## src/hdl/rob_cfg_pkg.sv

```systemverilog
`default_nettype none

package rob_cfg_pkg;

    localparam int ROB_DEPTH = 64;  // default entry count
    localparam int ALLOC_W   = 4;   // instructions per allocation group
    localparam int COMMIT_W  = 4;   // max retirements per cycle

    // writeback sources: mult, alu1, alu2, load
    localparam int NUM_CMPL  = 4;

    typedef logic [5:0]  rob_idx_t;    // entry index
    typedef logic [6:0]  rob_ptr_t;    // index plus wrap bit, also holds a count of 64
    typedef logic [5:0]  preg_t;       // physical register number
    typedef logic [15:0] pc_t;

    // compare code from the register file
    // 0 means no result this cycle
    typedef logic [1:0]  brnc_cond_t;

endpackage

`default_nettype wire

```

## src/hdl/rob_alloc_ctrl.sv

```systemverilog
`timescale 1ns/1ps
`default_nettype none

module rob_alloc_ctrl #(
    parameter int DEPTH   = rob_cfg_pkg::ROB_DEPTH,
    parameter int ALLOC_W = rob_cfg_pkg::ALLOC_W
) (
    input  wire                        clk,
    input  wire                        rst_n,
    input  wire                        all_nop,
    input  wire                        mis_pred,
    input  wire rob_cfg_pkg::rob_idx_t brnc_idx,
    input  wire rob_cfg_pkg::rob_idx_t head,
    input  wire [2:0]                  cmt_cnt,
    output rob_cfg_pkg::rob_idx_t      tail,
    output logic                       alloc_en,
    output logic                       full,
    output logic                       empty
);
    import rob_cfg_pkg::*;

    rob_ptr_t count;        // occupied entries
    rob_idx_t brnc_span;    // head to branch distance

    assign brnc_span = brnc_idx - head;

    // no room for a whole group
    assign full     = count > rob_ptr_t'(DEPTH - ALLOC_W);
    assign empty    = count == '0;
    assign alloc_en = !all_nop && !full;

    always_ff @(posedge clk or negedge rst_n) begin
        if (!rst_n) begin
            tail  <= '0;
            count <= '0;
        end else if (mis_pred) begin
            // keep head through branch, drop the offered group too
            tail  <= brnc_idx + 1'b1;
            count <= rob_ptr_t'(brnc_span) + 1'b1 - rob_ptr_t'(cmt_cnt);
        end else begin
            if (alloc_en) begin
                tail <= tail + rob_idx_t'(ALLOC_W);
            end
            count <= count + (alloc_en ? rob_ptr_t'(ALLOC_W) : '0) - rob_ptr_t'(cmt_cnt);
        end
    end

endmodule

`default_nettype wire

```

## config.mk

```make
export PLATFORM = sky130hd
export DESIGN_NAME = rob_alloc_ctrl
export DESIGN_NICKNAME = d
export VERILOG_FILES = /design/src/hdl/rob_cfg_pkg.sv /design/src/hdl/rob_alloc_ctrl.sv
export SDC_FILE = /design/constraint.sdc
export NUM_CORES = 1
export LEC_CHECK = 0
export BUFFER_PORTS_ARGS = -buffer_cell sky130_fd_sc_hd__buf_2
export CAP_MARGIN = 40
export CELL_PAD_IN_SITES_DETAIL_PLACEMENT = 1
export CELL_PAD_IN_SITES_GLOBAL_PLACEMENT = 1
export CORE_MARGIN = 3
export CORE_UTILIZATION = 35
export CTS_CLUSTER_SIZE = 30
export DETAILED_ROUTE_END_ITERATION = 7
export PLACE_DENSITY_LB_ADDON = 0.1
export REMOVE_ABC_BUFFERS = 1
export SYNTH_ARGS = -nofsm -noshare
export SYNTH_HDL_FRONTEND = slang
export SYNTH_SLANG_ARGS = --single-unit
```

## constraint.sdc

```tcl
create_clock -name clk -period 7 [get_ports clk]
set_input_delay 0.35 -clock clk [delete_from_list [all_inputs] [get_ports clk]]
set_output_delay 0.35 -clock clk [all_outputs]
set_load 0.02 [all_outputs]
```

; ---- Yosys cells after proc, flatten, opt, wreduce, memory -nomap -nowiden
; Index checks and enable logic that the tools add are counted.
[classes]
magnitude_cmp = 1
n_reduce_logical = 5
muxes = 4
add_sub_neg = 7
[ops]
columns = cell, n
row1 = $sub A7 B3 Y7, 2
row2 = $mux W6, 2
row3 = $add A6 B1 Y7 const B, 1
row4 = $add A7 B3 Y7, 1
row5 = $gt A7 B6 Y1 const B, 1
row6 = $logic_not A7 Y1, 1
row7 = $mux W7, 1
row8 = $add A6 B1 Y6 const B, 1
row9 = $add A6 B3 Y6 const B, 1
row10 = $sub A6 B6 Y6, 1
row11 = $mux W3, 1
row12 = $logic_not A1 Y1, 2
row13 = $reduce_bool A2 Y1, 1
row14 = $logic_and A1 B1 Y1, 1
[word_totals]
input_bits = 19
reg_bits = 13
elab_cells = 19
output_inout_bits = 9

; ---- Depth between registers and ports, before layout
[depth]
ltp_word = 7
depth_mapped = 15
depth_no_buf = 15

; ---- Worst setup path after synthesis
; OpenSTA, ideal clock, no wires.
[synth_path]
path_kind = flip-flop to flip-flop
from = reg count[3]
to = reg count[6]
setup_ns = 0.080
synth_period_minus_slack_ns = 3.225
t_required_ns = 6.920
n_path_buf = 0
arrival_time_ns = 3.145
path_stages_with_launch = 11
path_slack_ns = 3.775
cell_sequence = dfrtp_1 -> ha_1 -> and3_1 -> a211oi_4 -> fa_1 -> ha_1 -> a211oi_1 -> o21bai_1 -> a21oi_1 -> mux2_2 -> nor3b_2
[synth_between]
elab_chain_len = 7
[synth_lines]
columns = item, line
row1 = start: declaration, rob_alloc_ctrl.sv:22  ; rob_ptr_t count;
row2 = start signal: assignment, rob_alloc_ctrl.sv:39  ; count <= rob_ptr_t'(brnc_span) + 1'b1 - rob_ptr_t'(cmt_cnt);
row3 = start signal: assignment, rob_alloc_ctrl.sv:44  ; count <= count + (alloc_en ? rob_ptr_t'(ALLOC_W) : '0) - rob_ptr_t'(cmt_cnt);
row4 = $gt A7 B6 Y1, rob_alloc_ctrl.sv:28  ; assign full = count > rob_ptr_t'(DEPTH - ALLOC_W);
row5 = $logic_not A1 Y1, rob_alloc_ctrl.sv:30  ; assign alloc_en = !all_nop && !full;
row6 = $logic_and A1 B1 Y1, rob_alloc_ctrl.sv:30
row7 = named net alloc_en, rob_alloc_ctrl.sv:16  ; output logic alloc_en,
row8 = $mux W3, rob_alloc_ctrl.sv:44
row9 = $add A7 B3 Y7, rob_alloc_ctrl.sv:44
row10 = $sub A7 B3 Y7, rob_alloc_ctrl.sv:44
row11 = $mux W7, rob_alloc_ctrl.sv:36  ; end else if (mis_pred) begin
; The timed path passes the listed nets, and every way through them passes these cells.
; A chain may end at the register's enable or synchronous reset.

; ---- Worst setup path after layout
[layout_path]
from = reg count[3]
to = reg count[6]
[layout_between]
elab_chain_len = 7
[layout_lines]
columns = item, line
row1 = $gt A7 B6 Y1, rob_alloc_ctrl.sv:28
row2 = $logic_not A1 Y1, rob_alloc_ctrl.sv:30
row3 = $logic_and A1 B1 Y1, rob_alloc_ctrl.sv:30
row4 = $mux W3, rob_alloc_ctrl.sv:44
row5 = $add A7 B3 Y7 (*), rob_alloc_ctrl.sv:44
row6 = $sub A7 B3 Y7 (*), rob_alloc_ctrl.sv:44
row7 = $mux W7 (*), rob_alloc_ctrl.sv:36
; Every way passes the cells marked *; elsewhere a longest branch is shown, timed or not.

==> flow_metrics.tcl <==
set metrics [dict create \
    detail_route.iter0.violations 8 \
    vdd.ir_drop.worst_mv 0.0893 \
    timing.critical_path.from_type "register" \
    place_worst_setup_slack_ps 3660 \
    hold_viol 0 \
    worstSkewPairLatency_ps 240 \
    layout_common_cells "sky130_fd_sc_hd__inv_1, sky130_fd_sc_hd__buf_2, sky130_fd_sc_hd__ha_1" \
    hold-worst-slack_ps 444 \
    mostFrequentLayoutCell "sky130_fd_sc_hd__inv_1" \
    outcome "finished clean" \
    grt_pass1_vias 1329 \
    hold_class "in -> reg" \
    post_dp_cell_area_sq_um 1680 \
    cts_made_buffers 3 \
    setup_viol 0 \
    root_buffer "sky130_fd_sc_hd__clkbuf_8" \
    max_freq_ghz 0.299 \
    die_x_um 71.2 \
    clockBufferDepth 2 \
    drt-wirelength-per-cell_um 13.9 \
    core-area_sq_um 4060 \
    total_power_mw 0.545 \
    number_of_synthesized_flops_with_an_enable_pin 0 \
    start_util_pct 36.6 \
    synth-async-reset-ratio_pct 100 \
    r2r_setup_slack_ps 3650 \
    yosys_warnings 0 \
    area_growth_syn_to_layout_pct 16.4 \
    detailedPlacementHpwl_mm 3.00 \
    num_rows 23 \
    routed_wl_mm 3.32 \
    postSynthAreaPerCell_sq_um 9.41 \
    num-fill-cells 482 \
    setup-tns-final_ps 0 \
    syn_area_sq_um 1490 \
    worst_slack_ps 3650 \
    vias 1185 \
    drt_drc_violations_left 0 \
    maxCapViolCount 0 \
    grt_max_degree 23 \
    finalCoreUtilization_pct 42.6 \
    number_of_levels_the_h_tree_was_split_into 1 \
    final_cell_count_no_fill 238 \
    clk_transition_reported_paths_ps 50 \
    post_drt_via_cell_ratio 4.98 \
    grt_first_pass_wirelength_mm 5.93 \
    power.static_leakage_nw 0.897 \
    fin_crit_ps 3350 \
    drv_slew 0 \
    critPathKind "reg -> reg" \
    worstSetupEndpointType "register" \
    finalInstanceArea_sq_um 1730 \
    timing.clock.skew_ps 1.57 \
    ys_ff_latch 13 \
    placedCellCount 233 \
    ant_nets 0 \
    gp_congestion 0.782 \
    netlist-cell-type-count 36 \
    share_of_final_layout_standard_cells_stronger_than_drive_strength_1_pct 21.3 \
    design.final.nets 238 \
    cts_repair_resize_count 0 \
    grt-ovfl-total 0 \
    critical_path.max_fanout 6 \
    die_y_um 71.2 \
    die-area_sq_um 5070 \
    antenna_violations_before_repair 0 \
    max-slew-margin-rel_pct 72.4 \
    max_slew.worst_pin.slew_ps 415 \
    critical_path_required_ps 7160 \
    num_io_pins 28 \
    antenna_cells_inserted 0 \
    clock-sinks 13 \
    dr.pass1.iters 4 \
    p_per_area_nw_per_um2 315 \
    critPathArrivalTime_ps 3510 \
    yosysSeqAreaShare_pct 21.9 \
    syn_inst 158 \
    unrepaired_setup_endpoints_after_global_routing "no" \
    tritoncts "built" \
    ys_dominant_reg_cell "sky130_fd_sc_hd__dfrtp_1" \
    port_buffers 27 \
    finalCritPeriodShare_pct 47.9 \
    global_route_usage_sum_pct 14.3 \
]
[final timing paths]
| path | start | endpoint | depth (start not counted) |
|---|---|---|---|
| worst max-delay path | count[3]$_DFF_PN0_ | count[6]$_DFF_PN0_ | 10 |
| worst min-delay path | cmt_cnt[0] | count[0]$_DFF_PN0_ | 3 |
| worst max register to register | count[3]$_DFF_PN0_ | count[6]$_DFF_PN0_ | 10 |
| worst min register to register | tail[0]$_DFFE_PN0P_ | tail[0]$_DFFE_PN0P_ | 1 |
| max in group asynchronous | rst_n | tail[5]$_DFFE_PN0N_ | 2 |
| min in group asynchronous | rst_n | count[6]$_DFF_PN0_ | 2 |
[synthesized netlist by cell type, types with 2 or more instances]
library cell               number  area share, %
sky130_fd_sc_hd__o21a_1         2            1.0
sky130_fd_sc_hd__mux2_2         4            3.0
sky130_fd_sc_hd__a21o_1         5            2.5
sky130_fd_sc_hd__nand2_1        8            2.0
sky130_fd_sc_hd__o21ai_0        5            1.7
sky130_fd_sc_hd__xor2_1         6            3.5
sky130_fd_sc_hd__fa_1           4            5.4
sky130_fd_sc_hd__a211oi_1       4            2.0
sky130_fd_sc_hd__ha_1          26             22
sky130_fd_sc_hd__inv_1         29            7.3
sky130_fd_sc_hd__a21oi_1        7            2.4
sky130_fd_sc_hd__xnor2_1        7            4.1
sky130_fd_sc_hd__dfrtp_1       13             22
sky130_fd_sc_hd__o21bai_1       2            1.0
sky130_fd_sc_hd__o21ai_1        3            1.0
sky130_fd_sc_hd__nand3_1        3            1.0
sky130_fd_sc_hd__nor2_1         7            1.8
sky130_fd_sc_hd__mux2i_1        4            2.7
sky130_fd_sc_hd__nor2b_1        2           0.84
[layout make-up]
type | count | area (sq um) | area share (%)
multi-input combinational | 114 | 1040 | 60.3
inverter | 29 | 109 | 6.29
sequential | 13 | 325 | 18.8
timing repair buffer | 28 | 145 | 8.39
tap | 50 | 62.6 | 3.62
clock buffer | 4 | 45.0 | 2.60
[flip-flops by register name, summed over array words and instances (netlist names)]
register and cells:
tail 6, count 7
[worst max-delay path: stages (launching register included)]
cell                       delay [ps]
sky130_fd_sc_hd__dfrtp_1          430
sky130_fd_sc_hd__ha_1             220
sky130_fd_sc_hd__and3_1           220
sky130_fd_sc_hd__a211oi_4         420
sky130_fd_sc_hd__fa_1             510
sky130_fd_sc_hd__ha_1             320
sky130_fd_sc_hd__a211oi_1         350
sky130_fd_sc_hd__o21bai_1         130
sky130_fd_sc_hd__a21oi_1          170
sky130_fd_sc_hd__mux2_2           350
sky130_fd_sc_hd__nor3b_2          140
[timing repair]
item                                    CTS  global route
hold buffers                              1             0
endpoints found under the setup margin    0             0
endpoints found under the hold margin    13             0
setup buffers                             0             0
[report_power, final]
part | internal (mW) | switching (mW) | total, mW
clock | 0.0400 | 0.0241 | 0.0641
combinational | 0.162 | 0.189 | 0.351
sequential | 0.102 | 0.0273 | 0.129
total | 0.304 | 0.241 | 0.545
[layer usage]
metal  part of all wire [%]  GRT usage (%)  vias up
met1                     46           18.8      573
met2                     52           25.1       14
li1                       -              -      596
met4                   0.66           3.76        0
met3                    1.9           1.14        2
met5                      0              0        -
[cell families (layout without fill, tap and decap cells)]
| logic type | Yosys count | in the layout | synth area share (%) |
|---|---|---|---|
| mux | 8 | 8 | 5.72 |
| fa+ha+maj | 30 | 30 | 27.3 |
| buf+inv | 31 | 61 | 7.91 |
| simple gates | 28 | 28 | 11.4 |
| compound gates | 34 | 34 | 17.1 |
| flops | 13 | 13 | 21.9 |
| xor+xnor | 14 | 14 | 8.75 |
(Power assumes the default switching activity.)
