## src/hdl/rob_cfg_pkg.sv

```systemverilog
`default_nettype none

package rob_cfg_pkg;

    localparam int ROB_DEPTH = 64;  // default entry count
    localparam int ALLOC_W   = 4;   // instructions per allocation group
    localparam int COMMIT_W  = 4;   // max retirements per cycle

    // writeback sources: mult, alu1, alu2, load
    localparam int NUM_CMPL  = 4;

    typedef logic [5:0]  rob_idx_t;    // entry index
    typedef logic [6:0]  rob_ptr_t;    // index plus wrap bit, also holds a count of 64
    typedef logic [5:0]  preg_t;       // physical register number
    typedef logic [15:0] pc_t;

    // compare code from the register file
    // 0 means no result this cycle
    typedef logic [1:0]  brnc_cond_t;

endpackage

`default_nettype wire

```

## src/hdl/rob_msg_pkg.sv

```systemverilog
`default_nettype none

package rob_msg_pkg;

    // one instruction of an allocation group
    typedef struct packed {
        logic                    is_brnc;
        logic                    pred_taken;
        rob_cfg_pkg::brnc_cond_t cond;       // taken when the compare result equals this
        rob_cfg_pkg::pc_t        rcvr_pc;
        logic                    reg_wrt;
        rob_cfg_pkg::preg_t      old_preg;   // freed at commit
    } alloc_slot_t;

    // branch half of an entry
    typedef struct packed {
        logic                    is_brnc;
        logic                    pred_taken;
        rob_cfg_pkg::brnc_cond_t cond;
        rob_cfg_pkg::pc_t        rcvr_pc;
    } brnc_info_t;

    // destination half of an entry
    typedef struct packed {
        logic                    reg_wrt;
        rob_cfg_pkg::preg_t      old_preg;
    } dest_info_t;

    typedef struct packed {
        logic                    vld;
        rob_cfg_pkg::rob_idx_t   idx;
    } cmpl_t;

    typedef struct packed {
        rob_cfg_pkg::rob_idx_t   idx;
        rob_cfg_pkg::brnc_cond_t rslt;       // nonzero for a single cycle
    } resolve_t;

    typedef struct packed {
        logic [2:0]                                     cnt;
        logic [2:0]                                     free_cnt;
        rob_cfg_pkg::preg_t [rob_cfg_pkg::COMMIT_W-1:0] free_preg;
    } commit_t;

endpackage

`default_nettype wire

```

## src/hdl/rob_commit.sv

```systemverilog
`timescale 1ns/1ps
`default_nettype none

module rob_commit #(
    parameter int DEPTH    = rob_cfg_pkg::ROB_DEPTH,
    parameter int COMMIT_W = rob_cfg_pkg::COMMIT_W
) (
    input  wire                                       clk,
    input  wire                                       rst_n,
    input  wire [DEPTH-1:0]                           vld,
    input  wire [DEPTH-1:0]                           done,
    input  wire rob_msg_pkg::dest_info_t [COMMIT_W-1:0] dest_win,
    output rob_cfg_pkg::rob_idx_t                     head,
    output logic [2:0]                                cmt_cnt,
    output rob_msg_pkg::commit_t                      commit
);
    import rob_cfg_pkg::*;

    // leading run of valid and done entries from the head
    always_comb begin
        logic     run;
        rob_idx_t ent;
        run    = 1'b1;
        commit = '0;
        for (int k = 0; k < COMMIT_W; k++) begin
            ent = head + rob_idx_t'(k);
            run = run && vld[ent] && done[ent];
            if (run) begin
                commit.cnt = commit.cnt + 1'b1;
                if (dest_win[k].reg_wrt) begin
                    // pack freed regs in program order
                    commit.free_preg[commit.free_cnt[1:0]] = dest_win[k].old_preg;
                    commit.free_cnt = commit.free_cnt + 1'b1;
                end
            end
        end
    end

    assign cmt_cnt = commit.cnt;

    always_ff @(posedge clk or negedge rst_n) begin
        if (!rst_n) begin
            head <= '0;
        end else begin
            head <= head + rob_idx_t'(commit.cnt);   // wraps at depth
        end
    end

endmodule

`default_nettype wire

```

## config.mk

```make
export PLATFORM = sky130hd
export DESIGN_NAME = rob_commit
export DESIGN_NICKNAME = d
export VERILOG_FILES = /design/src/hdl/rob_cfg_pkg.sv /design/src/hdl/rob_msg_pkg.sv /design/src/hdl/rob_commit.sv
export SDC_FILE = /design/constraint.sdc
export NUM_CORES = 1
export LEC_CHECK = 0
export ABC_AREA = 1
export BUFFER_PORTS_ARGS = -buffer_cell sky130_fd_sc_hd__buf_2
export CORE_ASPECT_RATIO = 0.7
export CORE_MARGIN = 4
export CORE_UTILIZATION = 55
export CTS_BUF_LIST = sky130_fd_sc_hd__clkbuf_4
export CTS_CLUSTER_SIZE = 12
export DETAILED_ROUTE_END_ITERATION = 8
export PLACE_DENSITY = 0.88
export SYNTH_ARGS = -nofsm -noshare
export SYNTH_HDL_FRONTEND = slang
export SYNTH_SLANG_ARGS = --single-unit
```

## constraint.sdc

```tcl
create_clock -name clk -period 7.2 [get_ports clk]
set_clock_uncertainty 0.15 [all_clocks]
set_input_delay 1.44 -clock clk [delete_from_list [all_inputs] [get_ports clk]]
set_output_delay 1.44 -clock clk [all_outputs]
set_load 0.02 [all_outputs]
```

## Word-level counts from Yosys, hierarchy flattened

Index checks and enable logic that the tools add are counted.

- Mux-type cells: 35
- Order comparisons: 10
- Add/sub/neg operators: 10
- Reductions and logical operators: 10

Operators by type and width:

| kind | count |
|---|---|
| $mux 30 | 3 |
| $mux 27 | 3 |
| $bwmux 24 | 3 |
| $bmux 1 s6 | 8 |
| $demux 6 s2 | 3 |
| $mux 6 | 5 |
| $lt 6x7->1 const B | 4 |
| $add 3x1->3 const B | 6 |
| $add 6x2->6 const B | 2 |
| $logic_and 1x1->1 | 10 |
| $lt 2x3->1 const B | 3 |
| $mux 1 | 9 |
| $add 6x1->6 const B | 1 |
| $add 6x3->6 | 1 |
| $ge 2x1->1 const B | 3 |
| $mux 4 | 1 |

- Input port bits: 158
- Output and inout bits: 39
- Register bits: 6
- Word-level logic and storage cells: 66

## Depth between registers and ports, before layout

- Word-level depth: 26
- Depth in mapped cells: 31
- Gate-level depth less buffers: 27

## Least setup slack after synthesis

OpenSTA, ideal clock, no wires.

- Kind: input port to output port
- From: input port vld[61]
- To: output port commit[18] (netlist name)
- Required time: 5.610 ns
- Stages: 26
- Buffers on the path: 2
- Arrival time: 4.122 ns
- Setup slack: 1.488 ns
- Path through: inv_1 > o21ai_0 > nand2_1 > nand2_1 > nand2_1 > nand2_1 > nand2_1 > nand2_1 > nor2_1 > nand2_1 > nand2_4 > nor2_2 > buf_4 > ha_1 > nand2_1 > nand2_1 > ha_1 > inv_1 > nand2_1 > nand2_1 > inv_1 > ha_1 > clkbuf_1 > nand3_2 > nand2_1 > nand2_1

RTL lines:

| element | RTL line | RTL |
|---|---|---|
| start, declared | rob_commit.sv:10 | `input wire [DEPTH-1:0] vld,` |
| end, declared | rob_commit.sv:15 | `output rob_msg_pkg::commit_t commit` |

==> results by group <==
Outcome
  – Status: finished clean

Clock tree
  – Clock Latency Late Sink: 0.27 ns
  – Post-CTS setup buffers: 0
  – Cts repair resizes: 0
  – CTS H-tree lvls: 1
  – Reg clk slew, reported paths: about 0.06 ns
  – CTS max path bufs: 2
  – Clock root cell: clkbuf_4
  – CTS Buf Count: 3
  – CTS sink count: 6
  – TritonCTS clock tree: yes
  – CTS Hold Bufs: 0

Die
  – Row cnt: 30
  – Die area: 0.01181 sq mm
  – Io pins: between 150 and 200
  – Starting density of the core: around 57%
  – Die Width: 128.2 microns
  – Core region area: 0.009759 sq mm
  – DIE HEIGHT: 92.12 microns

Placed design
  – Post-DP Area: 0.006379 sq mm
  – IO buf count: a little under 200
  – Placer's final routability congestion estimate: approximately 1.2
  – Hpwl dp: between 15000 and 20000 microns

Setup path
  – CP Capture Type: primary output
  – CP arrival: roughly 5 ns
  – Peak per-stage delay on the critical path: ~0.58 ns
  – Reg-to-Reg End: head[4]$_DFF_PN0_
  – Critical path launch point type: flip-flop
  – Worst reg2reg setup slack: around 2.1 ns
  – Crit path to: commit[4]
  – CP Data Required Time: ~5.6 ns
  – Most common cell on crit path: nand2_1
  – Worst r2r path cells: 19
  – Slowest CP cell: dfrtp_1
  – Crit path kind: reg2out
  – RR Startpoint: head[1]$_DFF_PN0_
  – Critical path peak fanout: 34
  – Critical path cell sequence: inv_1, buf_4, ha_1, inv_1, nand3_1, nand3_1, nand3_1, nand3_2, nand2_4, nand2_1, nand2_1, nand2_1, ha_1, inv_1, nand2_1, nand2_1, ha_1, nand3_1, nand2_1, nand2_1, buf_2
  – Worst Setup SP: head[1]$_DFF_PN0_

Flow run
  – Max_cap viols: 0

Routing
  – WL/cell: ~17 microns
  – DRC viols: 0
  – DR vias: 8400
  – Via density: a little under 6
  – Routed Antenna Nets: 0
  – Final wirelength: 24210 microns
  – Starting DRT DRC Count: ~1300
  – DRT Pass-1 Iters: 6

STA
  – Final min period: 6.727 ns
  – Maximum clock frequency: about 0.15 GHz
  – Setup TNS Final: 0 ns
  – Final Hold Fails: 0
  – RSZ-0062 raised after global routing: false
  – Actual slew at the worst max-slew pin: around 0.97 ns
  – Final setup violating endpoints: 0
  – Final worst-path cycle share: between 90 and 100%
  – Slew HR: 34.81%
  – Slew Limit Fails: 0

Yosys
  – XOR/XNOR Fraction of Synth Area: 2.026%
  – Ranking of synthesized cells by area: nand2_1 42%, nand3_1 22%, ha_1 4.3%, inv_1 4.2%, buf_6 3.2%
  – Cell Area, Synth: around 0.0056 sq mm
  – Mean area per synthesized cell: around 4.8 sq um
  – Adder-cell area share of the yosys netlist: between 4 and 5%
  – Cell taking the most area after synthesis: nand2_1
  – Synth top area share: 42.20%
  – Post-Synthesis Cells: ~1200
  – Sequential share of the synthesized area: 2.701%
  – Synth Area in Simple Gates: between 70% and 80%
  – Compound-cell area share of the yosys netlist: under 10%
  – Mux contribution to synthesized area: 0%
  – Syn nets: 1343
  – FF+latch count, synth: 6
  – Warnings from Yosys: 0
  – Distinct cell type count after synthesis: 34
  – Largest family of logic cells by synthesized area: simple AND/OR/NAND/NOR gates

Final layout
  – FILL cells: between 900 and 1000
  – Fraction of layout cells with a size suffix above 1: 18.78%
  – Largest regs: head: 6 flops
  – Finished Cell Area: about 0.0064 sq mm
  – Nets: roughly 1500
  – Layout area overhead: 15.28%
  – Largest register FFs: 6
  – Largest reg by FF count: head
  – # diodes: 0

Pwr
  – Pint: approximately 0.0011 W
  – Leak: 3.971 nW
  – Register share of total power: roughly 3.5%
  – Sw Ratio: 70.16%
  – P_sw: approximately 0.0027 W
  – Clock share of power: roughly 1.1%
  – Comb pwr share: between 90% and 100%
  – Power per cell area: 598.7 mW/mm^2
  – Peak VDD IR: ~0.72 mV

Global route
  – Total grt overflow: 0
  – Largest net degree at the start of global routing: ~130
  – First-pass GRT wire length: about 36000 microns
  – Vias in the first global route: 6869
  – GRT Total Usage: about 38%
  – Initial antenna violation count: 0

Worst hold path
  – Type of the most critical hold path: reg2reg
[placed cells by master, fill, tap and decap left out, types with 4 or more instances in the layout]
cell type	Yosys	routed
nand3_1	247	247
nor2_1	22	22
nand3b_1	5	5
inv_1	62	62
a21oi_1	6	6
o21ai_0	17	17
o211ai_1	6	6
clkbuf_4	0	4
inv_2	5	4
nand2_1	625	625
buf_2	20	196
nand4_1	26	26
buf_4	14	10
ha_1	19	19
nand2_2	5	5
o21ai_2	6	6
dfrtp_1	6	5
nand3_2	5	5
xor2_1	10	10
o21ai_1	12	12
[layer usage]
layer / vias up / wire length, microns / GRT usage (%) / part of all wire [%]
li1: 4044 / - / - / -
met1: 3660 / 10430 / 57.99 / 43
met2: 633 / 9088 / 49.30 / 38
met3: 63 / 4220 / 17.64 / 17
met4: 0 / 469 / 5.565 / 1.9
met5: - / 0 / 0 / 0
[per-stage QoR]
stage               std cells  power [W]  setup WS, ns  utilization, %  hold WS, ns
global route             1438   0.004151        0.2157           65.67       0.5538
floorplan                1165   0.002795         1.488               -       0.5100
global placement         1434   0.003561         1.008           65.36       0.4521
finish                   1438   0.003837        0.4728           65.67       0.5170
detailed placement       1434   0.003611        0.9467           65.36       0.4943
CTS                      1438   0.003669        0.7544           65.67       0.5047
[synth_stat cells]
| master | count |
|---|---|
| nand2_1 | 625 |
| nand3_1 | 247 |
| inv_1 | 62 |
| nand4_1 | 26 |
| nor2_1 | 22 |
| buf_2 | 20 |
| ha_1 | 19 |
| o21ai_0 | 17 |
| buf_6 | 16 |
| clkbuf_1 | 15 |
| buf_4 | 14 |
| o21ai_1 | 12 |
| xor2_1 | 10 |
| a21oi_1 | 6 |
| dfrtp_1 | 6 |
| o211ai_1 | 6 |
| o21ai_2 | 6 |
| inv_2 | 5 |
| nand2_2 | 5 |
| nand3_2 | 5 |
| nand3b_1 | 5 |
| buf_1 | 2 |
| nand2_4 | 2 |
| nor2_2 | 2 |
| a21oi_4 | 1 |
| fa_1 | 1 |
| inv_4 | 1 |
| nand3_4 | 1 |
| nor2_4 | 1 |
| nor2_8 | 1 |
| or2_0 | 1 |
| or2_2 | 1 |
| xnor2_1 | 1 |
| xor2_2 | 1 |
[power groups by stage]
stage               Sequential (W)  Combinational, W  Clock [W]
CTS                       0.000131           0.00350  0.0000426
global route              0.000140           0.00397  0.0000452
detailed placement        0.000131           0.00348          0
floorplan                 0.000100           0.00269          0
finish                    0.000133           0.00366  0.0000415
global placement          0.000130           0.00343          0
[cell families after synthesis]
logic type,after synthesis
and+or+nand+nor,944
buffers and inverters,135
AOI/OAI and AO/OA,48
adders and majority gates,20
xor gates and xnor gates,12
DFF,6
[how the worst min path moves through the flow]
stage | from | to | cells past startpoint
2_1_floorplan | head[4]$_DFF_PN0_ | head[4]$_DFF_PN0_ | 1
3_3_place_gp | head[4]$_DFF_PN0_ | head[4]$_DFF_PN0_ | 1
3_5_place_dp | head[4]$_DFF_PN0_ | head[4]$_DFF_PN0_ | 1
4_1_cts | head[4]$_DFF_PN0_ | head[4]$_DFF_PN0_ | 1
5_1_grt | head[4]$_DFF_PN0_ | head[4]$_DFF_PN0_ | 1
6_report | head[4]$_DFF_PN0_ | head[4]$_DFF_PN0_ | 1
[layout make-up]
cell class	instances	area, sq um	area share [%]
Clock buffer	4	30.03	0.4686
Inverter	68	259.0	4.041
Multi-Input combinational cell	1024	4710	73.49
Sequential cell	6	153.9	2.401
Tap cell	128	160.2	2.499
Timing Repair Buffer	208	1096	17.10
[worst max-delay path: cells and delay by family, from the launching register on]
kind                     cells  cell delay [ns]
AND/OR/NAND/NOR             13             2.09
buffers and inverters        5             1.25
flip-flops                   1             0.58
adder cells (fa/ha/maj)      3             0.95
Power figures use the tool's default switching activity.
