--- src/hdl/rob_cfg_pkg.sv ---
`default_nettype none

package rob_cfg_pkg;

    localparam int ROB_DEPTH = 64;  // default entry count
    localparam int ALLOC_W   = 4;   // instructions per allocation group
    localparam int COMMIT_W  = 4;   // max retirements per cycle

    // writeback sources: mult, alu1, alu2, load
    localparam int NUM_CMPL  = 4;

    typedef logic [5:0]  rob_idx_t;    // entry index
    typedef logic [6:0]  rob_ptr_t;    // index plus wrap bit, also holds a count of 64
    typedef logic [5:0]  preg_t;       // physical register number
    typedef logic [15:0] pc_t;

    // compare code from the register file
    // 0 means no result this cycle
    typedef logic [1:0]  brnc_cond_t;

endpackage

`default_nettype wire

--- src/hdl/rob_payload_ram.sv ---
`timescale 1ns/1ps
`default_nettype none

module rob_payload_ram #(
    parameter int  DEPTH     = rob_cfg_pkg::ROB_DEPTH,
    parameter int  ALLOC_W   = rob_cfg_pkg::ALLOC_W,
    parameter int  COMMIT_W  = rob_cfg_pkg::COMMIT_W,
    parameter type payload_t = logic
) (
    input  wire                         clk,
    input  wire                         rst_n,
    input  wire                         wr_en,
    input  wire rob_cfg_pkg::rob_idx_t  wr_base,
    input  wire payload_t [ALLOC_W-1:0] wr_data,
    input  wire rob_cfg_pkg::rob_idx_t  rd_idx,
    output payload_t                    rd_data,
    input  wire rob_cfg_pkg::rob_idx_t  win_base,
    output payload_t [COMMIT_W-1:0]     win_data
);
    import rob_cfg_pkg::*;

    payload_t mem [DEPTH];

    always_ff @(posedge clk or negedge rst_n) begin
        if (!rst_n) begin
            for (int i = 0; i < DEPTH; i++) begin
                mem[i] <= '0;
            end
        end else if (wr_en) begin
            // index wraps with the pointer width
            for (int k = 0; k < ALLOC_W; k++) begin
                mem[rob_idx_t'(wr_base + rob_idx_t'(k))] <= wr_data[k];
            end
        end
    end

    assign rd_data = mem[rd_idx];

    always_comb begin
        for (int k = 0; k < COMMIT_W; k++) begin
            win_data[k] = mem[rob_idx_t'(win_base + rob_idx_t'(k))];
        end
    end

endmodule

`default_nettype wire

--- config.mk ---
export PLATFORM = sky130hd
export DESIGN_NAME = rob_payload_ram
export DESIGN_NICKNAME = d
export VERILOG_FILES = /design/src/hdl/rob_cfg_pkg.sv /design/src/hdl/rob_payload_ram.sv
export SDC_FILE = /design/constraint.sdc
export NUM_CORES = 1
export LEC_CHECK = 0
export ABC_AREA = 0
export BUFFER_PORTS_ARGS = -buffer_cell sky130_fd_sc_hd__buf_2
export CAP_MARGIN = 25
export CORE_MARGIN = 2
export CORE_UTILIZATION = 45
export CTS_CLUSTER_DIAMETER = 120
export DETAILED_ROUTE_END_ITERATION = 8
export HOLD_SLACK_MARGIN = 0.05
export PLACE_DENSITY = 0.72
export SETUP_SLACK_MARGIN = 0.5
export SLEW_MARGIN = 20
export SYNTH_ARGS = -nofsm -noshare
export SYNTH_HDL_FRONTEND = slang
export SYNTH_SLANG_ARGS = --single-unit
--- constraint.sdc ---
create_clock -name clk -period 4.95 [get_ports clk]
set_input_delay 0.99 -clock clk [delete_from_list [all_inputs] [get_ports clk]]
set_output_delay 0.99 -clock clk [all_outputs]
set_load 0.01 [all_outputs]
-- Yosys cells after proc, flatten, opt, wreduce, memory -nomap -nowiden
Index checks and enable logic that the tools add are counted.
- bits of input ports: 25
- output and inout bits: 5
- word-level logic and storage cells: 123
- bits in registers: 64
- order comparisons: 13
- muxes and demuxes: 27
- bitwise logic cells: 9
- reductions and logical operators: 4
- add/sub/neg operators: 6
- operator list (kind ; count):
    $bwmux W64 ; 4
    $ge A7 B7 Y1 const B ; 9
    $not A6 Y7 ; 9
    $bmux W1 S6 ; 5
    $lt A7 B1 Y1 const B ; 4
    $add A6 B2 Y6 const B ; 4
    $demux W1 S6 ; 4
    $mux W1 ; 14
    $add A6 B1 Y6 const B ; 2
    $logic_and A1 B1 Y1 ; 4

-- Depth between registers and ports, before layout
Gate-level depths: netlist of run 1.
- depth after elaboration: 9
- depth in mapped cells: 14
- mapped depth without buffers: 8

-- Least setup slack after synthesis of run 1
No wires, ideal clock.
- kind: input port to output port
- from: in win_base[1]
- to: out win_data[2] (netlist name)
- path buffers: 4
- setup slack: 0.348 ns
- arrival time: 3.612 ns
- cell stages on the path: 10
- cells stage by stage: clkbuf_1 buf_2 inv_1 ha_1 clkbuf_1 clkbuf_1 mux4_2 mux4_2 a211oi_1 a21oi_1
- RTL lines (item ; line ; text):
    start: declaration ; rob_payload_ram.sv:17 ; input wire rob_cfg_pkg::rob_idx_t win_base,
    end: declaration ; rob_payload_ram.sv:18 ; output payload_t [COMMIT_W-1:0] win_data

==> reports/metrics.yaml, run 1 <==
power_and_ir_drop:
  power.total_mw: 2.44
  switching_share_pct: 41.0
  p_seq_share_pct: 34.0
  p_int_mw: 1.44
  clock_power_share_pct: 26.4
  peakVddDrop_mv: 0.166
  pwr-share-comb_pct: 39.6
  powerDensity_nw_per_um2: 251
  leakagePower_nw: 3.30
  switching_power_uw: 999
die:
  io-pin-count: 30
  die_y_um: 148
  core-area_sq_um: 20200
  start_util_pct: 45.9
  num_rows: 52
  die_x_um: 148
  die_area_sq_um: 21800
timing:
  finalSetupTns_ps: 0
  period_minus_slack_ps: 4360
  max_slew_margin_pct: 20.0
  max_freq_ghz: 0.229
  setup_violations: 0
  rsz0062_at_grt: "false"
  period_share_pct: 88.1
  worst_pin_slew_ps: 1190
  fin_skew_ps: 0
  drv_slew: 0
  hold_viol: 0
yosys:
  avgSynthCellArea_sq_um: 8.96
  yosysUniqueCellTypes: 97
  synthArstFlopShare_pct: 100
  synth-edff-count: 0
  synth_area_sq_um: 9290
  yosysSeqAreaShare_pct: 17.2
  netlist_instances: 1037
  ys_warn_count: 0
  synth_ff_type: "dfrtp_1"
  yosys_register_bits: 64
  syn-num-nets: 1068
route:
  wl_mm: 39.5
  vias: 9933
  wl_met2_mm: 17.1
  drc: 0
  via_per_inst: 7.79
  top_layer_used: "met4"
  met1_length_mm: 14.6
  drt-wirelength-per-cell_um: 31.0
  drtAntennaViolNets: 0
  first_pass_iters: 6
  wl_met3_mm: 5.36
  drtIter0Drc: 1668
placed_design:
  dp_hpwl_mm: 28.7
  portBuffers: 29
  gp_congestion: 1.09
setup_path:
  worstPathMaxFanout: 16
  crit_arrival_ps: 3370
  slowest_delay_ps: 720
  worstSetupPathType: "in2out"
  startpoint_type: "primary input"
  required_ps: 3960
  crit_chain: "buf_2 -> ha_1 -> mux4_2 -> mux4_2 -> nor2b_1 -> a211oi_1 -> a21oi_1 -> buf_2"
  crit_path_top_delay_cell: "ha_1"
  critPathCaptureType: "output port"
outcome:
  status: "complete, no violations"
clock_network:
  cts_resized: 0
  ctsHtreeMaxLevel: 3
  clock_path_buffers: 2
  postCtsSetupBuffers: 0
  numCtsBuffers: 9
  clock-sinks: 64
  hold_buffers: 0
  cts_root_buffer: "clkbuf_16"
  cts.clk_slew.worst_paths_ps: 50
  tritoncts: "done"
  clk_latency_ps: 350
layout:
  diodes: 0
  top_regs: "mem: 64 flops"
  multi_input_area_sq_um: 7100
  regArea_sq_um: 1600
  fin_util_pct: 48.0
  largest_reg_flops: 64
  syn_to_final_growth_pct: 4.49
  nNetsFinal: 1032
  top_register: "mem"
  drive_above_1_share_pct: 22.1
  fillCellCount: 1939
worst_hold_path:
  hp-class: "reg2reg"
job:
  maxCapViolCount: 0
global_routing:
  grt_pass1_wl_mm: 59.3
  grt_max_degree: 70
  grt_pass1_vias: 9255
  grt_usage_pct: 36.1
  antenna_found_initial: 0
  overflow: 0
==> power groups by stage <==
stage / sequential [mW] / combinational [mW] / clock [mW]
floorplan: 0.697 / 0.730 / 0
global placement: 0.813 / 0.928 / 0
detailed placement: 0.817 / 0.937 / 0
CTS: 0.808 / 0.939 / 0.647
global route: 0.831 / 1.01 / 0.669
finish: 0.828 / 0.965 / 0.644
==> layout make-up <==
cell class / count / share of cell area [%]
clock inverters: 6 / 0.632
inverters: 10 / 0.387
flip-flops and latches: 64 / 16.5
multi-input cells: 865 / 73.2
repair buffers: 51 / 3.48
well taps: 270 / 3.48
clock buffers: 9 / 2.32
==> cells in the mapped netlist, drive strengths merged, types with 3 or more instances <==
library cell	n	share of area (%)
o221ai	33	3.1
and2	6	0.40
mux2	28	3.4
nor2	113	4.9
o22ai	67	4.6
or2	9	0.66
o221a	3	0.36
a31oi	17	1.1
o211ai	7	0.67
nand4	6	0.57
xor2	11	1.2
a32oi	8	0.75
nand2	94	3.9
a2bb2oi	5	0.47
clkbuf	38	1.5
a22oi	9	0.73
o32a	11	1.2
a211o	3	0.28
dfrtp	64	17
nor4	5	0.34
a22o	6	0.57
a211oi	5	0.40
nand2b	12	0.81
o31ai	4	0.32
o311ai	3	0.28
nor2b	10	0.67
o21ai	70	4.0
buf	60	4.4
o22a	10	0.94
o2bb2ai	11	1.2
nor3	28	1.5
a21oi	35	1.9
nand3	38	2.2
o32ai	19	2.0
a41oi	4	0.38
o21a	4	0.32
xnor2	9	1.1
ha	6	0.81
mux4	89	22
and3	10	0.67
inv	10	0.40
nor3b	3	0.24
mux2i	22	2.4
==> routing by layer <==
layer | global-route usage (%) | vias to the layer above
met5 | 0 | -
met3 | 9.17 | 189
met4 | 19.8 | 0
met2 | 53.4 | 946
met1 | 48.5 | 4671
li1 | - | 4127
==> cell usage in the layout, fill, tap and decap left out, drive strengths merged, types with 7 or more instances in the layout <==
master and instances:
nor2 113, nand2 94, mux4 89, o21ai 70
o22ai 67, dfrtp 64, buf 51, nand3 38
a21oi 35, o221ai 33, nor3 28, mux2 28
mux2i 22, o32ai 19, a31oi 17, nand2b 12
o32a 11, xor2 11, o2bb2ai 11, nor2b 10
and3 10, o22a 10, inv 10, a22oi 9
clkbuf 9, xnor2 9, or2 9, a32oi 8
o211ai 7
==> critical path, delay by kind of cell <==
| kind | cells | cell delay, ps |
|---|---|---|
| adder cells (fa/ha/maj) | 1 | 720 |
| AND/OR/NAND/NOR | 1 | 150 |
| AO/OA/AOI/OAI | 2 | 280 |
| multiplexers | 2 | 900 |
| buffers and inverters | 2 | 320 |
==> final timing paths <==
check / start / end / slack [ps] / depth (start not counted)
worst min-delay path: mem[1] / mem[1] / 590 / 1
worst min register to register: mem[1] / mem[1] / 590 / 1
max in group asynchronous: rst_n / mem[19] / 3260 / 2
worst max register to register: mem[63] / mem[63] / 3810 / 2
worst max-delay path: win_base[2] / win_data[2] / 590 / 8
min in group asynchronous: rst_n / mem[46] / 700 / 1
==> metrics by stage <==
| stage | cells | setup slack [ps] | instance area (sq um) | hold WS (ps) |
|---|---|---|---|---|
| 2_1_floorplan | 1037 | 546 | 9290 | 513 |
| 3_3_place_gp | 1260 | 674 | 9410 | 575 |
| 3_5_place_dp | 1260 | 613 | 9410 | 573 |
| 4_1_cts | 1275 | 618 | 9700 | 588 |
| 5_1_grt | 1275 | 508 | 9700 | 640 |
| 6_report | 1275 | 590 | 9700 | 590 |
==> logic make-up after synthesis <==
family	after synthesis	share of synthesized area, %
multiplexers	139	27.4
buffers and inverters	108	6.36
AO/OA/AOI/OAI	355	28.0
adder cells (fa/ha/maj)	6	0.808
AND/OR/NAND/NOR	345	17.8
XOR/XNOR	20	2.33
flip-flops	64	17.2
Power figures use the tool's default switching activity.
==> run 2: changes to the inputs <==
--- a/config.mk
+++ b/config.mk
@@ -9,11 +9,11 @@
 export BUFFER_PORTS_ARGS = -buffer_cell sky130_fd_sc_hd__buf_2
 export CAP_MARGIN = 25
 export CORE_MARGIN = 2
-export CORE_UTILIZATION = 45
+export CORE_UTILIZATION = 35
 export CTS_CLUSTER_DIAMETER = 120
 export DETAILED_ROUTE_END_ITERATION = 8
 export HOLD_SLACK_MARGIN = 0.05
-export PLACE_DENSITY = 0.72
+export PLACE_DENSITY = 0.61
 export SETUP_SLACK_MARGIN = 0.5
 export SLEW_MARGIN = 20
 export SYNTH_ARGS = -nofsm -noshare
==> reports/metrics.yaml, run 2 (synthesis gave the netlist of run 1 again) <==
layout:
  fillCellCount: 2667
  regArea_sq_um: 1600
  largest_reg_flops: 64
  drive_above_1_share_pct: 22.6
  multi_input_area_sq_um: 7110
  top_register: "mem"
  most-common-layout-cells: "nor2_1, nand2_1, mux4_2"
  top_regs: "mem: 64 flops"
  final_common_cell: "nor2_1"
  syn_to_final_growth_pct: 5.51
  nNetsFinal: 1038
  post-route-cell-area_sq_um: 9800
  fin_util_pct: 37.6
  diodes: 0
route:
  drtAntennaViolNets: 0
  drtIter0Drc: 1400
  vias: 10000
  drc: 0
  via_per_inst: 7.45
  drt-wirelength-per-cell_um: 30.3
  first_pass_iters: 6
  wl_mm: 40.9
timing:
  fin_skew_ps: 0
  finalSetupTns_ps: 0
  max_freq_ghz: 0.237
  period_share_pct: 85.1
  setup_violations: 0
  period_minus_slack_ps: 4210
  hold_viol: 0
  drv_slew: 0
  rsz0062_at_grt: "false"
  whs_ps: 607
  max_slew_margin_pct: 35.4
  worst_pin_slew_ps: 966
clock_network:
  cts.clk_slew.worst_paths_ps: 60
  clock_path_buffers: 2
  clk_latency_ps: 340
  cts_root_buffer: "clkbuf_16"
  postCtsSetupBuffers: 0
  ctsHtreeMaxLevel: 3
  hold_buffers: 0
  clock-sinks: 64
  numCtsBuffers: 9
  tritoncts: "done"
die:
  die_x_um: 167
  num_rows: 59
  start_util_pct: 35.6
  die_y_um: 167
  io-pin-count: 30
  die_area_sq_um: 27900
  core-area_sq_um: 26100
global_routing:
  antenna_found_initial: 1
  use_met2_pct: 42.9
  grt_pass1_wl_mm: 61.3
  overflow: 0
  use_met1_pct: 38.4
  met3_usage_pct: 7.75
  busiest_layer: "met2"
  grt_pass1_vias: 9608
  grt_max_degree: 67
  grt_usage_pct: 28.8
worst_hold_path:
  holdCritStartpoint: "mem[33]"
  hold_end: "mem[33]"
  hold_depth: 1
  hp-class: "reg2reg"
power_and_ir_drop:
  clock_power_share_pct: 25.0
  pwr-share-comb_pct: 40.7
  switching_power_mw: 1.01
  powerDensity_nw_per_um2: 245
  switching_share_pct: 42.0
  p_int_mw: 1.39
  p_seq_share_pct: 34.3
  peakVddDrop_mv: 0.150
  leakagePower_nw: 3.31
  power.total_mw: 2.40
placed_design:
  portBuffers: 29
  gp_congestion: 1.03
  placed_area_sq_um: 9520
  dp_hpwl_mm: 29.7
setup_path:
  critPathCaptureType: "output port"
  reg2reg_slack_ps: 3900
  reg2reg_depth: 2
  worstSetupPathType: "in2out"
  required_ps: 3960
  crit_chain: "buf_4 -> inv_1 -> ha_2 -> buf_4 -> mux4_2 -> mux4_2 -> mux2i_1 -> a21oi_1 -> buf_2"
  worstPathMaxFanout: 18
  crit_path_start: "win_base[0]"
  regToRegStartpoint: "mem[63]"
  crit_arrival_ps: 3220
  r2r-end: "mem[63]"
  startpoint_type: "primary input"
  crit_path_top_delay_cell: "ha_2"
  slowest_delay_ps: 510
outcome:
  status: "complete, no violations"
job:
  maxCapViolCount: 0
==> run 2: worst max-delay path: cells and delay by family <==
family	cells	cell delay (ps)
buf+inv	4	660
compound gates	1	100
fa+ha+maj	1	510
mux	3	960
==> run 2: power groups by stage <==
stage               registers (mW)  clock network, mW  logic [mW]
floorplan                    0.697                  0       0.730
global placement             0.813                  0       0.945
detailed placement           0.816                  0       0.953
CTS                          0.808              0.606       0.955
global route                 0.830              0.625        1.03
finish                       0.823              0.600       0.975
==> run 2: layer usage <==
metal / part of all wire (%) / wire length (um) / vias to the layer above
met2: 43 / 17700 / 844
li1: - / - / 4124
met3: 13 / 5490 / 158
met5: 0 / 0 / -
met1: 38 / 15500 / 4914
met4: 5.4 / 2220 / 0
==> run 2: layout make-up <==
class	instances	area share, %
Multi-Input combinational cell	865	72.5
Sequential cell	64	16.3
Tap cell	335	4.28
Timing Repair Buffer	57	3.78
Clock buffer	10	2.34
Inverter	10	0.383
Clock inverter	6	0.370
==> run 2: timing repair <==
action | in CTS | in global routing
endpoints found under the hold margin | 0 | 0
resized for setup | 0 | 2
setup endpoints to repair | 0 | 1
==> run 2: worst max-delay path by stage <==
| stage | depth (start not counted) | end |
|---|---|---|
| 3_5_place_dp | 9 | win_data[3] |
| 4_1_cts | 9 | win_data[3] |
| 2_1_floorplan | 10 | win_data[2] |
| 5_1_grt | 9 | win_data[2] |
| 3_3_place_gp | 9 | win_data[3] |
| 6_report | 9 | win_data[3] |
==> run 2: stage by stage <==
step           std cells  setup WS (ps)
6_report            1347            736
5_1_grt             1347            556
4_1_cts             1347            606
3_5_place_dp        1331            620
3_3_place_gp        1331            621
2_1_floorplan       1037            546
==> run 3: changes to the inputs <==
--- a/config.mk
+++ b/config.mk
@@ -13,7 +13,7 @@
 export CTS_CLUSTER_DIAMETER = 120
 export DETAILED_ROUTE_END_ITERATION = 8
 export HOLD_SLACK_MARGIN = 0.05
-export PLACE_DENSITY = 0.61
+export PLACE_DENSITY = 0.63
 export SETUP_SLACK_MARGIN = 0.5
 export SLEW_MARGIN = 20
 export SYNTH_ARGS = -nofsm -noshare
==> constraint.sdc (replaced) <==
create_clock -name clk -period 3.52 [get_ports clk]
set_input_delay 0.704 -clock clk [delete_from_list [all_inputs] [get_ports clk]]
set_output_delay 0.704 -clock clk [all_outputs]
set_load 0.01 [all_outputs]
==> reports/metrics.yaml, run 3 (synthesis gave the netlist of run 1 again) <==
outcome:
  status: "complete, no violations"
route:
  first_pass_iters: 6
  drc: 0
  drt-wirelength-per-cell_um: 31.3
  vias: 10600
  drtAntennaViolNets: 0
  drtIter0Drc: 1522
  via_per_inst: 7.38
  wl_mm: 45.1
clock_network:
  numCtsBuffers: 9
  clock-sinks: 64
  cts.clk_slew.worst_paths_ps: 60
  ctsHtreeMaxLevel: 3
  tritoncts: "done"
  hold_buffers: 0
  clk_latency_ps: 340
  clock_path_buffers: 2
  cts_root_buffer: "clkbuf_16"
setup_path:
  crit_buf_inv: 6
  crit_arrival_ps: 2680
  slowest_delay_ps: 500
  required_ps: 2820
  critPathCaptureType: "output port"
  crit_chain: "buf_8 -> inv_6 -> buf_6 -> ha_4 -> buf_6 -> buf_12 -> mux4_2 -> mux4_2 -> mux2i_2 -> a21oi_2 -> buf_2"
  worstPathMaxFanout: 6
  critical_path.top_delay_family: "multiplexers"
  worstSetupPathType: "in2out"
  crit_path_top_delay_cell: "mux4_2"
  startpoint_type: "primary input"
global_routing:
  grt_pass1_wl_mm: 67.2
  overflow: 0
  grt_pass1_vias: 10400
  grt_usage_pct: 31.8
  antenna_found_initial: 0
  grt_max_degree: 47
layout:
  fillCellCount: 2594
  nNetsFinal: 1131
  layoutNonFillerInstCount: 1440
  multi_input_area_sq_um: 7290
  syn_to_final_growth_pct: 17.8
  top_register: "mem"
  largest_reg_flops: 64
  drive_above_1_share_pct: 31.7
  regArea_sq_um: 1600
  diodes: 0
  top_regs: "mem: 64 flops"
  most-common-layout-cells: "nor2_1, buf_4, nand2_1"
  final_common_cell: "nor2_1"
die:
  die_y_um: 167
  num_rows: 59
  die_x_um: 167
  core-area_sq_um: 26100
  io-pin-count: 30
  start_util_pct: 35.6
  die_area_sq_um: 27900
timing:
  hold_viol: 0
  max_slew_margin_pct: 46.9
  period_minus_slack_ps: 3380
  setup_violations: 0
  max_freq_ghz: 0.295
  drv_slew: 0
  worst_pin_slew_ps: 792
  rsz0062_at_grt: "true"
  period_share_pct: 96.1
  finalSetupTns_ps: 0
  fin_skew_ps: 0
placed_design:
  place_inst: 1394
  dp_hpwl_mm: 33.2
  gp_congestion: 1.01
  portBuffers: 29
power_and_ir_drop:
  power.total_mw: 3.62
  peakVddDrop_mv: 0.226
  powerDensity_nw_per_um2: 331
  leakagePower_nw: 3.83
job:
  maxCapViolCount: 0
worst_hold_path:
  hp-class: "in2async"
run 3: cell types whose count changed in the layout (fill, tap and decap cells not counted), moves of 4 or more:
cell | previous run | this run
buf_8 | 0 | 4
buf_12 | 1 | 11
buf_6 | 0 | 11
ha_1 | 5 | 1
buf_4 | 28 | 97
mux2i_1 | 22 | 18
run 3: layout make-up:
| cell class | instances | share of cell area (%) |
|---|---|---|
| Inverter | 10 | 0.412 |
| Tap cell | 335 | 3.83 |
| Timing Repair Buffer | 150 | 12.0 |
| Sequential cell | 64 | 14.6 |
| Clock inverter | 7 | 0.446 |
| Clock buffer | 9 | 2.06 |
| Multi-Input combinational cell | 865 | 66.6 |
run 3: per-layer routing:
metal	GRT usage, %	part of all wire (%)	up-vias
met3	5.89	11	204
met5	0	0	-
li1	-	-	4303
met1	43.2	39	5180
met4	16.8	6.4	0
met2	48.2	43	943
run 3: through the flow:
step           worst slack [ps]  utilization (%)  area, sq um  hold slack [ps]
2_1_floorplan               152                -         9420              408
3_3_place_gp               33.2             38.8        10100              598
5_1_grt                    62.8             42.0        10900              425
6_report                    136             42.0        10900              388
3_5_place_dp              -6.66             38.8        10100              595
4_1_cts                     126             41.4        10800              399
run 3: final timing paths:
kind / startpoint / end / slack, ps / cells after the start
worst max-delay path: win_base[1] / win_data[3] / 140 / 11
worst max register to register: mem[34] / mem[34] / 2470 / 3
min in group clk: mem[1] / mem[1] / 620 / 1
worst min-delay path: rst_n / mem[13] / 390 / 1
max in group asynchronous: rst_n / mem[31] / 2310 / 2
worst min register to register: mem[1] / mem[1] / 620 / 1
run 3: repair_timing:
item                                    CTS  global route
endpoints found under the hold margin     0             0
endpoints found under the setup margin    5             8
gates resized for setup                  44            23
setup buffers                            23             5
cloned                                    2             0
pin swaps                                 8            13
run 3: power breakdown:
group | switching (mW) | internal, mW
Sequential | 0.295 | 0.853
Clock | 0.383 | 0.475
Combinational | 0.831 | 0.778
